===== src/jac_settings.svh =====
/* jacobian engine settings
   dimensions, data widths and frame slot positions */
`ifndef JAC_SETTINGS_SVH
`define JAC_SETTINGS_SVH

// matrix datapath
`define JAC_DIM        3   // rows and columns of every matrix
`define JAC_ELEM_W     18  // operand element width
`define JAC_ACC_W      44  // accumulator width, leaves headroom over 2*ELEM_W

// element-wise lanes
`define JAC_LANES      9
`define JAC_LANE_W     9

// frame timing, counted in enabled cycles
`define JAC_FRAME      12  // counts per frame
`define JAC_CLEAR_SLOT 1   // clear issued one cycle after this count
`define JAC_ACC_SLOTS  10  // accumulate while count is below this

`endif


===== src/jac_pkg.sv =====
/* jacobian engine types
   element, product, accumulator, lane and frame count types */
`include "jac_settings.svh"

package jac_pkg;

	// matrix datapath
	typedef logic signed [`JAC_ELEM_W-1:0]   elem_t;      // operand element
	typedef logic signed [2*`JAC_ELEM_W-1:0] prod_t;      // full element product
	typedef logic signed [`JAC_ACC_W-1:0]    acc_t;       // accumulator entry

	// element-wise lanes
	typedef logic signed [`JAC_LANE_W-1:0]   lane_t;      // lane value
	typedef logic signed [2*`JAC_LANE_W-1:0] lane_prod_t; // full lane product

	// frame counter, wide enough for JAC_FRAME-1
	typedef logic [3:0] count_t;

endpackage


===== src/mult_cell.sv =====
/* registered signed multiplier
   full product of two operands, sign-extended into the result type */
`timescale 1ns/1ps

module mult_cell #(
	parameter type operand_t = logic signed [7:0],
	parameter type result_t  = logic signed [15:0]
) (
	input  logic     clk,
	input  logic     arst_n,
	input  logic     en,
	input  operand_t a,
	input  operand_t b,
	output result_t  p
);

	result_t a_ext; // operands widened to the product width
	result_t b_ext;

	// signed cast keeps the sign on widening
	assign a_ext = result_t'(a);
	assign b_ext = result_t'(b);

	always_ff @(posedge clk or negedge arst_n) begin
		if (!arst_n) begin
			p <= '0;
		end else if (en) begin
			p <= a_ext * b_ext; // cannot overflow, result is twice operand width
		end
	end

	//**************************************************************************
	// checks
	//**************************************************************************

	// an X on an operand would otherwise surface only downstream in the sums
	assert property (@(posedge clk) disable iff (!arst_n) !$isunknown(p))
		else $error("mult_cell: product is unknown");

endmodule


===== src/array_mult.sv =====
/* element-wise array multiplier
   nine signed lane products, each saturated back to the lane width */
`timescale 1ns/1ps
`include "jac_settings.svh"

module array_mult
	import jac_pkg::*;
(
	input  logic  clk,
	input  logic  arst_n,
	input  logic  en,
	input  lane_t lane_a      [`JAC_LANES],
	input  lane_t lane_b      [`JAC_LANES],
	output lane_t lane_result [`JAC_LANES]
);

	// lane range limits
	localparam lane_t lane_max = {1'b0, {(`JAC_LANE_W-1){1'b1}}};
	localparam lane_t lane_min = {1'b1, {(`JAC_LANE_W-1){1'b0}}};

	lane_prod_t prod [`JAC_LANES]; // registered full products
	lane_t      sat  [`JAC_LANES]; // clamped products

	genvar l;
	generate
		for (l = 0; l < `JAC_LANES; l++) begin : g_lane
			mult_cell #(
				.operand_t (lane_t),
				.result_t  (lane_prod_t)
			) mult_inst (
				.clk    (clk),
				.arst_n (arst_n),
				.en     (en),
				.a      (lane_a[l]),
				.b      (lane_b[l]),
				.p      (prod[l])
			);

			// clamp to the lane range
			always_comb begin
				if (prod[l] > lane_prod_t'(lane_max)) begin
					sat[l] = lane_max;
				end else if (prod[l] < lane_prod_t'(lane_min)) begin
					sat[l] = lane_min;
				end else begin
					sat[l] = lane_t'(prod[l]); // in range so only sign bits drop
				end
			end

			always_ff @(posedge clk or negedge arst_n) begin
				if (!arst_n) begin
					lane_result[l] <= '0;
				end else if (en) begin
					lane_result[l] <= sat[l];
				end
			end

			// result keeps the sign of its product and lies between zero and that product
			assert property (@(posedge clk) disable iff (!arst_n)
				en |=> ((lane_result[l] < 0) == ($past(prod[l]) < 0))
					&& (($past(prod[l]) < 0)
						? (lane_prod_t'(lane_result[l]) >= $past(prod[l]))
						: (lane_prod_t'(lane_result[l]) <= $past(prod[l]))))
				else $error("array_mult: lane %0d result out of range", l);
		end
	endgenerate

endmodule


===== config.mk =====
export PLATFORM = sky130hd
export DESIGN_NAME = array_mult
export DESIGN_NICKNAME = d
export VERILOG_FILES = /design/src/jac_pkg.sv /design/src/mult_cell.sv /design/src/array_mult.sv
export VERILOG_INCLUDE_DIRS = /design/src
export SDC_FILE = /design/constraint.sdc
export NUM_CORES = 2
export LEC_CHECK = 0
export BUFFER_PORTS_ARGS = -buffer_cell sky130_fd_sc_hd__clkbuf_2
export CORE_AREA = 4 4 292 294
export CTS_BUF_LIST = sky130_fd_sc_hd__clkbuf_2
export CTS_CLUSTER_DIAMETER = 50
export DETAILED_ROUTE_END_ITERATION = 8
export DIE_AREA = 0 0 296 298
export GPL_TIMING_DRIVEN = 0
export HOLD_SLACK_MARGIN = 0.08
export PLACE_DENSITY = 0.67
export SLEW_MARGIN = 30
export SYNTH_ARGS = -nofsm -noshare
export SYNTH_HDL_FRONTEND = slang
export SYNTH_SLANG_ARGS = --single-unit

===== constraint.sdc =====
create_clock -name clk -period 1.7 [get_ports clk]
set_clock_uncertainty 0.2 [all_clocks]
set_input_delay 0.17 -clock clk [delete_from_list [all_inputs] [get_ports clk]]
set_output_delay 0.17 -clock clk [all_outputs]
set_load 0.01 [all_outputs]

==> summary.md <==
| Metric | Value |
|---|---|
| Status | finished, violations left |
| Failing checks | negative hold slack, negative setup slack |
| Total GRT Usage | 0.2323 |
| Total CTS buffers | 74 |
| Pwr dens | 1972 mW/mm^2 |
| Worst hold path stage count | 3 |
| Final period util | 2.120 |
| Power Total | 97,180 uW |
| Arrival time at the worst endpoint | ~4.3 ns |
| Hold Vio Cnt, Final | around 70 |
| DRT Pass-1 Iters | 8 |
| Final HPWL DP | 76,080 um |
| Max-slew headroom | 0.2746 |
| CTS tree | done |
| Area contributors post-synth | fa_1 (34%), dfrtp_1 (17%), ha_1 (12%), inv_1 (6.6%), and2_1 (4.9%) |
| Xor/xnor share of the synthesized area | 0.02692 |
| Die area | between 0.08 and 0.09 mm^2 |
| WHS | -0.7093 ns |
| Design area | approximately 0.049 mm^2 |
| Seq pwr share | 0.111 |
| Leakage power | 0.02351 uW |
| Setup Crit Path Kind | in -> reg |
| Hold endpoint | g_lane[0].mult_inst.p[0]$_DFFE_PN0P_ |
| Setup ws final | -1.904 ns |
| Combinational share of power | 0.840 |
| Slew of the pin with the lowest slew margin | around 1.1 ns |
| Pin count of the biggest net entering global routing | 78 |
| Critical Path Slowest Stage Cell | fa_1 |
| Post-synthesis sequential area ratio | 0.1652 |
| Post-Route WL | 102,200 um |
| Worst-path maximum fanout | 8 |
| Worst r2r path cells | 4 |
| Core area | slightly above 0.08 mm^2 |
| GP Congestion | 0.8205 |
| Wire per inst | 18.91 um |
| Layout cells sized above 1 | 0.3161 |
| Crit path required time | around 2.4 ns |
| Setup TNS | -215.48 ns |
| Asr flop ratio synth | 1.000 |
| Compound-Gate Fraction of Synth Area | 0.09901 |
| Final min period | approximately 3.6 ns |
| Hold path startpoint | lane_b[72] |
| PortBufs | between 150 and 200 |
| Max incr delay on CP | 0.61 ns |
| H-tree levels | 3 |
| Post-synthesis adder-cell area fraction | 0.4589 |
| Vias in the first global route | 30.53k |
| Clock Tree Root | clkbuf_2 |
| Yosys top cell area share | 0.3426 |
| GRT overflow | 0 |
| Gr busiest metal | met2 |
| # DRC | 0 |
| Post-synth EDFFs | 0 |
| Initial core utilization | 0.4441 |
| Total internal power | 53,350 uW |
| Syn-to-layout area delta | 33.90% |
| Met1 Use GR | 0.3089 |
| FF-to-FF Start | g_lane[0].mult_inst.p[11]$_DFFE_PN0P_ |
| Initial antenna violation count | 6 |
| Largest area contributor in the netlist | fa_1 |
| Clock Power Share | 0.049 |
| Endpoints failing setup | 317 |
| Rows | around 110 |
| Most numerous cell on the critical path | fa_1 |
| Synthesis-stage register bit count | ~240 |
| Die X | roughly 300 um |
| Critical-path cell list | clkbuf_16, nand2_4, fa_1, inv_2, fa_1, fa_1, fa_1, fa_2, ha_4, a211oi_2, or2_4, a211oi_4, or3_1, a31oi_1 |
| Clock-pin slew on the worst setup and hold paths | 0.10 ns |
| Multiplexer area fraction after synthesis | 0.02998 |
| Antenna-violating nets left | 0 |
| Main combinational cell family by area after synthesis | adder cells |
| # clock sinks | about 240 |
| DR vias | ~29k |
| Sw Share | 0.4510 |
| Met2 GRT Util | 0.3912 |
| Dpl cell area | ~0.043 mm^2 |
| Max-slew violations | 0 |
| Via density | 5.284 |
| Synth Instances | 3,745 |
| R2R Path End | lane_result[72]$_DFFE_PN0P_ |
| Syn Area/Cell | slightly below 10 um^2 |
| Post-Synth Simple-Gate Area | 0.1401 |
| Peak supply drop | approximately 0.0013 V |
| First-pass GRT wire length | about 160,000 um |
| Distinct cells, synth | 55 |
| Max-Cap Viols | 0 |
| RSZ-0062 raised after global routing | true |
| Worst hold path type | in -> reg |
| FMAX | roughly 280 MHz |
| Post-Syn Nets | 4,882 |
| Nets | around 5.4k |
| Layout fillers | about 6.9k |
| YS warnings | 0 |
| CTS max path bufs | 3 |
| Worst R2R Setup Slack | -0.02 ns |
| Synthesized area | roughly 0.037 mm^2 |
| Top Ports | about 250 |
| Worst setup SP type | primary input |
| Die Y | between 200 and 300 um |
| CP endpoint kind | flip-flop |
| DRT iter0 DRCs | roughly 1.4k |
| Worst-Skew Late Latency | 1.00 ns |
| GR Util met3 | 0.04435 |
| Synth Flop Type | dfrtp_1 |
| P_sw | ~44,000 uW |
[worst max path at each step]
stage	start	to	slack (ns)	cells after the start
after global routing	lane_b[64]	g_lane[1].mult_inst.p[17]$_DFFE_PN0P_	-1.92	14
after CTS	lane_a[41]	g_lane[4].mult_inst.p[15]$_DFFE_PN0P_	-1.73	15
final	lane_b[64]	g_lane[1].mult_inst.p[17]$_DFFE_PN0P_	-1.90	14
after global placement	arst_n	g_lane[0].mult_inst.p[1]$_DFFE_PN0P_	-4.97	1
after detailed placement	lane_b[30]	g_lane[5].mult_inst.p[17]$_DFFE_PN0P_	-3.21	16
after floorplan	lane_b[28]	g_lane[5].mult_inst.p[17]$_DFFE_PN0P_	-2.77	15
[cell usage after synthesis, drive strengths merged (48+ instances only)]
library cell,instances
dfrtp,243
inv,651
ha,342
a21oi,63
a21o,51
o21a,48
clkbuf,109
fa,630
o21ai,67
mux2,90
nor2,134
xnor2,63
nand2,428
and2,289
o2bb2ai,77
nor2b,72
[power by group through the flow]
stage,clock network [uW],logic [uW],registers [uW]
detailed placement,0,63900,10800
global placement,0,63200,10700
CTS,4910,74700,10700
floorplan,0,50500,10500
global route,5230,89600,11100
finish,4760,81600,10800
[placed cells by master, fill, tap and decap left out, types with 52 or more instances in the layout]
master and instances:
and2_1 256, buf_4 182, buf_6 68, clkbuf_16 70, clkbuf_2 170, clkbuf_8 62, dfrtp_1 239, dlygate4sd3_1 52
fa_1 552, fa_2 78, ha_1 175, ha_4 159, inv_1 596, inv_2 54, nand2_1 281, nand2_2 53
nand2_4 92, nor2_1 134, nor2b_1 61, o2bb2ai_1 76, xnor2_1 53
[worst max-delay path, delay by kind of cell]
kind	cells	cell delay (ns)
AOI/OAI and AO/OA	3	0.47
and+or+nand+nor	3	0.63
adders and majority gates	6	2.82
buffers and inverters	2	0.18
[state kept, by name, indices dropped and copies added (netlist names)]
register	count
g_lane.mult_inst.p	162
lane_result	81
[metal layers]
metal / share of wire / wire (um)
met1: 0.42 / 43150
met2: 0.49 / 50510
met3: 0.058 / 5936
met4: 0.025 / 2568
met5: 0.00025 / 26
[through the flow]
step,worst slack (ns),cells,utilization
3_3_place_gp,-4.970,4980,0.5145
6_report,-1.904,5403,0.5946
3_5_place_dp,-3.213,4985,0.5163
2_1_floorplan,-2.771,3745,-
5_1_grt,-1.917,5402,0.5946
4_1_cts,-1.735,5307,0.5723
[cells by family after synthesis]
kind of cell / count (synthesis)
compound gates: 493
xor+xnor: 99
fa+ha+maj: 972
buf+inv: 781
flops: 243
mux: 99
simple gates: 1058
[timing repair]
item	CTS	global route
gates cloned	4	2
pin swaps	269	227
setup endpoints to repair	267	474
hold buffers	41	19
setup buffers	156	81
gates resized for setup	458	319
endpoints found under the hold margin	390	123
[cell type report]
class | count | area (um^2) | share of cell area
clock buffers | 108 | 540.5 | 0.01097
well taps | 1080 | 1351 | 0.02742
repair buffers | 455 | 4526 | 0.09182
inverters | 651 | 2449 | 0.04968
multi-input cells | 2721 | 32220 | 0.6537
clock inverters | 13 | 110.1 | 0.002234
plain buffers | 130 | 2003 | 0.04064
diodes | 2 | 5.005 | 0.0001015
flip-flops and latches | 243 | 6086 | 0.1235
Power figures use the tool's default switching activity.
