## src/jac_settings.svh

```systemverilog
/* jacobian engine settings
   dimensions, data widths and frame slot positions */
`ifndef JAC_SETTINGS_SVH
`define JAC_SETTINGS_SVH

// matrix datapath
`define JAC_DIM        3   // rows and columns of every matrix
`define JAC_ELEM_W     18  // operand element width
`define JAC_ACC_W      44  // accumulator width, leaves headroom over 2*ELEM_W

// element-wise lanes
`define JAC_LANES      9
`define JAC_LANE_W     9

// frame timing, counted in enabled cycles
`define JAC_FRAME      12  // counts per frame
`define JAC_CLEAR_SLOT 1   // clear issued one cycle after this count
`define JAC_ACC_SLOTS  10  // accumulate while count is below this

`endif

```

## src/jac_pkg.sv

```systemverilog
/* jacobian engine types
   element, product, accumulator, lane and frame count types */
`include "jac_settings.svh"

package jac_pkg;

	// matrix datapath
	typedef logic signed [`JAC_ELEM_W-1:0]   elem_t;      // operand element
	typedef logic signed [2*`JAC_ELEM_W-1:0] prod_t;      // full element product
	typedef logic signed [`JAC_ACC_W-1:0]    acc_t;       // accumulator entry

	// element-wise lanes
	typedef logic signed [`JAC_LANE_W-1:0]   lane_t;      // lane value
	typedef logic signed [2*`JAC_LANE_W-1:0] lane_prod_t; // full lane product

	// frame counter, wide enough for JAC_FRAME-1
	typedef logic [3:0] count_t;

endpackage

```

## src/jac_sequencer.sv

```systemverilog
/* frame sequencer
   wrapping frame counter, accumulate mode level and delayed clear pulse */
`timescale 1ns/1ps
`include "jac_settings.svh"

module jac_sequencer
	import jac_pkg::*;
(
	input  logic   clk,
	input  logic   arst_n,
	input  logic   en,
	output count_t frame_count,
	output logic   acc_mode,
	output logic   acc_clear
);

	localparam count_t last_count = count_t'(`JAC_FRAME - 1);
	localparam count_t clear_slot = count_t'(`JAC_CLEAR_SLOT);
	localparam count_t acc_slots  = count_t'(`JAC_ACC_SLOTS);

	//**************************************************************************
	// frame counter
	//**************************************************************************

	always_ff @(posedge clk or negedge arst_n) begin
		if (!arst_n) begin
			frame_count <= '0;
		end else if (en) begin
			if (frame_count == last_count) begin
				frame_count <= '0; // wrap to next frame
			end else begin
				frame_count <= frame_count + 1'b1;
			end
		end
	end

	//**************************************************************************
	// matrix unit controls
	//**************************************************************************

	assign acc_mode = (frame_count < acc_slots); // accumulate window at frame start

	// one enabled cycle late so it lines up with the product stage
	always_ff @(posedge clk or negedge arst_n) begin
		if (!arst_n) begin
			acc_clear <= 1'b0;
		end else if (en) begin
			acc_clear <= (frame_count == clear_slot);
		end
	end

	// checks
	assert property (@(posedge clk) disable iff (!arst_n)
		frame_count < count_t'(`JAC_FRAME))
		else $error("jac_sequencer: frame_count %0d past frame end", frame_count);

endmodule

```

## config.mk

```make
export PLATFORM = sky130hd
export DESIGN_NAME = jac_sequencer
export DESIGN_NICKNAME = d
export VERILOG_FILES = /design/src/jac_pkg.sv /design/src/jac_sequencer.sv
export VERILOG_INCLUDE_DIRS = /design/src
export SDC_FILE = /design/constraint.sdc
export NUM_CORES = 1
export LEC_CHECK = 0
export BUFFER_PORTS_ARGS = -buffer_cell sky130_fd_sc_hd__buf_2
export CAP_MARGIN = 20
export CORE_AREA = 4 4 41 43
export DETAILED_ROUTE_END_ITERATION = 8
export DIE_AREA = 0 0 45 47
export SLEW_MARGIN = 20
export SYNTH_ARGS = -nofsm -noshare
export SYNTH_HDL_FRONTEND = slang
export SYNTH_SLANG_ARGS = --single-unit
```

## constraint.sdc

```tcl
create_clock -name clk -period 1 [get_ports clk]
set_input_delay 0.1 -clock clk [delete_from_list [all_inputs] [get_ports clk]]
set_output_delay 0.1 -clock clk [all_outputs]
set_load 0.005 [all_outputs]
```

==> run_results.csv, run 1 <==
group,metric,value,unit
sta,min_period,1.067,ns
drt,dr.first_iter.drc_count,3,
placed_design,portBuffers,8,
placed_design,dpl-instance-area,354.1,um2
setup_path,cp_max_fo,3,
sta,hold_viol_final,0,
synth,synth_top_family_by_area,"compound AO/OA/AOI/OAI gates",
sta,drv_slew,0,
setup_path,start_kind,"flop",
clock_network,cts_root_buf,"clkbuf_4",
setup_path,worst_setup_path_end_kind,"flop",
grt,grt_pass1_wl,876,um
sta,finalSetupTns,-0.1416,ns
placed_design,gp_congestion,0.7170,
drt,routed_wirelength,549,um
synth,synth-adder-area-share,9.479,%
floorplan,rows,13,
synth,synthSimpleGateAreaFrac,8.057,%
floorplan,dieWidth,45,um
clock_network,cts_tree,"built",
drt,vias,240,
clock_network,clkSlewWorstSetupHoldPaths,0.04,ns
floorplan,start_util,20.29,%
flow_run,max-cap-violations,0,
setup_path,cp.arrival,1.18,ns
clock_network,h-tree-depth,1,
synth,syn_avg_cell_area,10.15,um2
synth,ys_seq_elements,5,
drt,first_pass_iters,2,
final_layout,layout_commonest_cell,"buf_2",
synth,synth_area,264.0,um2
min_path,hold_class,"input port to flop",
outcome,violations,"negative setup slack",
synth,synth_cells,26,
drt,drtAntennaViolNets,0,
power_and_ir_drop,ir_worst_vdd,656.4,uV
floorplan,core_area,1301,um2
clock_network,clock_latency,0.23,ns
final_layout,diodes,0,
sta,slew_headroom,84.94,%
final_layout,multi_input_area,132.6,um2
power_and_ir_drop,p_leak,0.2013,nW
synth,synthMuxAreaShare,8.057,%
final_layout,area_growth,52.13,%
clock_network,cts.sinks,5,
final_layout,final_util,30.87,%
final_layout,stdcell_area,401.6,um2
synth,synth_cell_types,14,
final_layout,mostFrequentLayoutCells,"buf_2, dfrtp_1, inv_1, o21ai_1, clkbuf_4",
power_and_ir_drop,total_power,1.168,mW
sta,setup_viol,3,
sta,fmax,937.0,MHz
sta,fin_crit_sh,106.7,%
final_layout,fillerInstances,144,
grt,grt_pass1_vias,252,
drt,drc,0,
drt,vias_per_cell,4.211,
grt,grt-ovfl-total,0,
setup_path,r2r_cells,3,
floorplan,chipHeight,47,um
clock_network,cts_buffer_depth,2,
min_path,hold_path_depth,2,
sta,grt_setup_unrepaired,"yes",
setup_path,reg2reg_from,"frame_count[0]",
grt,grt_use_total,6.190,%
grt,antenna_found_initial,0,
final_layout,regArea,125.1,um2
setup_path,crit_start,"frame_count[0]",
floorplan,ios,9,
final_layout,drive_gt1_share,47.62,%
setup_path,critPathRequiredTime,1.12,ns
drt,wl_per_cell,9.632,um
placed_design,post-dp-hpwl,469.9,um
synth,synth_warnings,0,
synth,synth_nets,31,
synth,ys_seq_area_share,47.39,%
grt,grt_max_degree,9,
setup_path,worstSetupPathType,"flop to flop",
synth,synth-compound-area-share,19.91,%
power_and_ir_drop,power_density,2909,nW/um2
sta,skew,0.0003548,ns
min_path,hp-start,"en",
sta,fin_ws,-0.06720,ns
synth,synth-xor-area-share,0,%
sta,worstMarginPinSlew,0.2260,ns
floorplan,fp.dieArea,2115,um2
clock_network,cts-buffers-inserted,3,
final_layout,nets,48,
outcome,status,"finished with violations",
[registers in the layout, indices dropped and copies added, names as in the netlist]
signal,cells
acc_clear,1
frame_count,4
[per-stage QoR]
stage	worst slack, ns	hold slack (ns)	cells
floorplan	-0.08392	-0.1956	26
global placement	-0.02943	-0.07871	52
detailed placement	-0.05205	-0.08111	52
CTS	-0.07944	0.1530	57
global route	-0.1005	0.1816	57
finish	-0.06720	0.1562	57
[worst max-delay path, stage by stage, from the launching register on]
cell	delay, ns
dfrtp_1	0.39
ha_2	0.21
nand2_2	0.06
mux2_4	0.29
[synthesized netlist by cell type]
| master | n | share of area, % |
|---|---|---|
| a21bo_1 | 1 | 3.8 |
| a22o_2 | 1 | 3.8 |
| buf_4 | 1 | 2.8 |
| dfrtp_1 | 5 | 47 |
| ha_1 | 2 | 9.5 |
| inv_1 | 3 | 4.3 |
| mux2_2 | 1 | 4.3 |
| mux2i_1 | 1 | 3.8 |
| nand2_1 | 2 | 2.8 |
| nand3_1 | 2 | 3.8 |
| nor2_1 | 1 | 1.4 |
| o211ai_1 | 1 | 2.8 |
| o21ai_0 | 4 | 7.6 |
| o21ai_1 | 1 | 1.9 |
[final cells by class]
type / count / share of cell area, %
tap: 15 / 4.673
clock buffer: 4 / 6.542
sequential: 5 / 31.15
inverter: 3 / 2.804
timing repair buffer: 13 / 21.81
multi-input combinational: 17 / 33.02
[power breakdown]
part           switching (mW)  internal, mW  total (mW)
Sequential             0.0823         0.288       0.370
Combinational           0.242         0.334       0.576
Clock                  0.0722         0.150       0.222
Total                   0.397         0.771        1.17
[logic make-up (layout without fill, tap and decap cells)]
| family | Yosys count | after routing |
|---|---|---|
| flops | 5 | 5 |
| compound gates | 8 | 8 |
| mux | 2 | 2 |
| fa+ha+maj | 2 | 2 |
| buf+inv | 4 | 20 |
| simple gates | 5 | 5 |
[per-layer routing]
layer  global-route usage (%)  routed length (um)  up-vias
li1                         -                   -      123
met1                    5.069                 224      111
met2                    10.45                 280        6
met3                    1.533                  44        0
met4                    8.772                   0        0
met5                        0                   0        -
[timing repair]
| action | CTS | global route |
|---|---|---|
| setup endpoints to repair | 4 | 8 |
| gates cloned | 0 | 0 |
| endpoints found under the hold margin | 5 | 0 |
| resized for setup | 2 | 3 |
| pin swaps | 1 | 1 |
| hold buffers | 1 | 0 |
| setup buffers | 0 | 0 |
[worst paths after layout]
path                                  end  slack (ns)
min reg2reg                     acc_clear        0.52
min                        frame_count[0]        0.16
max reg2reg                frame_count[2]       -0.07
max in group asynchronous       acc_clear        0.66
max                        frame_count[2]       -0.07
min in group asynchronous  frame_count[1]        0.21
No activity file was read; power rests on OpenSTA's default activity.
==> run 2: changes to the inputs <==
--- a/config.mk
+++ b/config.mk
@@ -8,9 +8,12 @@
 export LEC_CHECK = 0
 export BUFFER_PORTS_ARGS = -buffer_cell sky130_fd_sc_hd__buf_2
 export CAP_MARGIN = 20
+export CELL_PAD_IN_SITES_DETAIL_PLACEMENT = 0
+export CELL_PAD_IN_SITES_GLOBAL_PLACEMENT = 1
 export CORE_AREA = 4 4 41 43
 export DETAILED_ROUTE_END_ITERATION = 8
 export DIE_AREA = 0 0 45 47
+export PLACE_DENSITY_LB_ADDON = 0.1
 export SLEW_MARGIN = 20
 export SYNTH_ARGS = -nofsm -noshare
 export SYNTH_HDL_FRONTEND = slang
==> run_results.csv, run 2 (synthesized netlist as in run 1, its figures left out) <==
group,metric,value,unit
drt,vias,240,
power_and_ir_drop,power_density,3001,nW/um2
sta,fin_ws,-0.06730,ns
placed_design,portBuffers,8,
final_layout,reg_top3,"frame_count (4), acc_clear (1)",
floorplan,fp.dieArea,2115,um2
clock_network,clock_latency,0.24,ns
grt,grt_max_degree,9,
outcome,violations,"negative setup slack",
min_path,hold_path_depth,2,
grt,grt_util_met2,10.45,%
power_and_ir_drop,total_power,1.258,mW
sta,drv_slew,0,
placed_design,post-dp-hpwl,510.4,um
grt,grt_pass1_wl,1048,um
final_layout,nets,48,
grt,antenna_found_initial,0,
final_layout,top_register,"frame_count",
grt,gr-usage-met3,7.280,%
clock_network,cts-buffers-inserted,3,
sta,min_period,1.067,ns
final_layout,largest_reg_flops,4,
sta,hold_viol_final,0,
floorplan,start_util,20.29,%
drt,wl_per_cell,11.67,um
final_layout,drive_gt1_share,50.00,%
setup_path,worstSetupPathType,"flop to output port",
clock_network,cts_setup_buffers,0,
clock_network,cts_buffer_depth,2,
sta,fin_crit_sh,106.7,%
setup_path,start_kind,"flop",
clock_network,clkSlewWorstSetupHoldPaths,0.04,ns
drt,first_pass_iters,4,
setup_path,cp_max_fo,5,
floorplan,chipHeight,47,um
sta,whs,0.1617,ns
setup_path,cp.arrival,0.97,ns
sta,grt_setup_unrepaired,"yes",
drt,vias_per_cell,4.211,
floorplan,dieWidth,45,um
setup_path,r2r_cells,3,
setup_path,worst_setup_path_end_kind,"output port",
clock_network,cts_root_buf,"clkbuf_4",
min_path,hold_class,"input port to flop",
grt,grt-ovfl-total,0,
floorplan,rows,13,
grt,use_met1,9.007,%
flow_run,max-cap-violations,0,
floorplan,ios,9,
final_layout,mostFrequentLayoutCells,"buf_2, buf_6, dfrtp_1",
drt,routed_wirelength,665,um
placed_design,gp_congestion,0.7358,
drt,drc,0,
outcome,status,"finished with violations",
clock_network,cts.sinks,5,
power_and_ir_drop,p_leak,0.2048,nW
sta,setup_viol,3,
grt,grt_pass1_vias,229,
sta,fmax,936.9,MHz
sta,skew,0.001212,ns
final_layout,diodes,0,
setup_path,critPathRequiredTime,0.90,ns
drt,drtAntennaViolNets,0,
final_layout,area_growth,58.77,%
drt,dr.first_iter.drc_count,4,
sta,slew_headroom,88.82,%
grt,grt_use_total,7.546,%
power_and_ir_drop,ir_worst_vdd,1069,uV
sta,worstMarginPinSlew,0.1659,ns
grt,busiest_layer,"met2",
floorplan,core_area,1301,um2
clock_network,h-tree-depth,1,
final_layout,layout_commonest_cell,"buf_2",
clock_network,cts_tree,"built",
## run 2: cell counts in the layout (fill, tap and decap cells not counted)
Identical to the previous run, type by type.
## run 2: final timing paths
path | startpoint | end | slack (ns)
hold / removal | en | frame_count[0] | 0.16
hold reg to reg | acc_clear | acc_clear | 0.53
setup reg to reg | frame_count[1] | frame_count[2] | -0.05
min in group asynchronous | arst_n | frame_count[3] | 0.21
setup / recovery | frame_count[1] | acc_mode | -0.07
max in group asynchronous | arst_n | frame_count[2] | 0.64
## run 2: stage by stage
stage,instance area (um2),setup TNS (ns),cells,setup slack (ns),utilization [%]
5_1_grt,419.2,-0.4409,57,-0.1283,32.21
6_report,419.2,-0.1257,57,-0.06730,32.21
3_3_place_gp,354.1,-0.03845,52,-0.02514,27.21
3_5_place_dp,354.1,-0.06935,52,-0.03108,27.21
4_1_cts,401.6,-0.1608,57,-0.09171,30.87
2_1_floorplan,272.8,-0.1117,26,-0.08392,-
## run 2: worst max-delay path: stages (launching register included)
cell and delay (ns):
dfrtp_1 0.38, buf_6 0.14, o21ai_2 0.09, buf_2 0.12
## run 2: power breakdown
group	internal (mW)	switching, mW
clock network	0.151	0.0802
logic	0.385	0.262
registers	0.292	0.0880
total	0.827	0.430
## run 2: area by class of cell
type / instances / area (um2)
multi-input cells: 17 / 132.6
inverters: 3 / 11.26
clock buffers: 4 / 26.28
flip-flops and latches: 5 / 126.4
repair buffers: 13 / 103.9
well taps: 15 / 18.77
fillers: 143 / 882.1
## run 2: metal layers
metal	up-vias	share of wire, %	wire length (um)
met4	0	0	0
met1	105	43	286
met2	12	46	307
li1	123	-	-
met3	0	11	71
met5	-	0	0
## run 2: repair_timing
action / in CTS / in global routing
gates resized for setup: 5 / 4
hold endpoints to repair: 5 / 0
hold buffers: 1 / 0
cloned: 0 / 0
endpoints found under the setup margin: 7 / 10
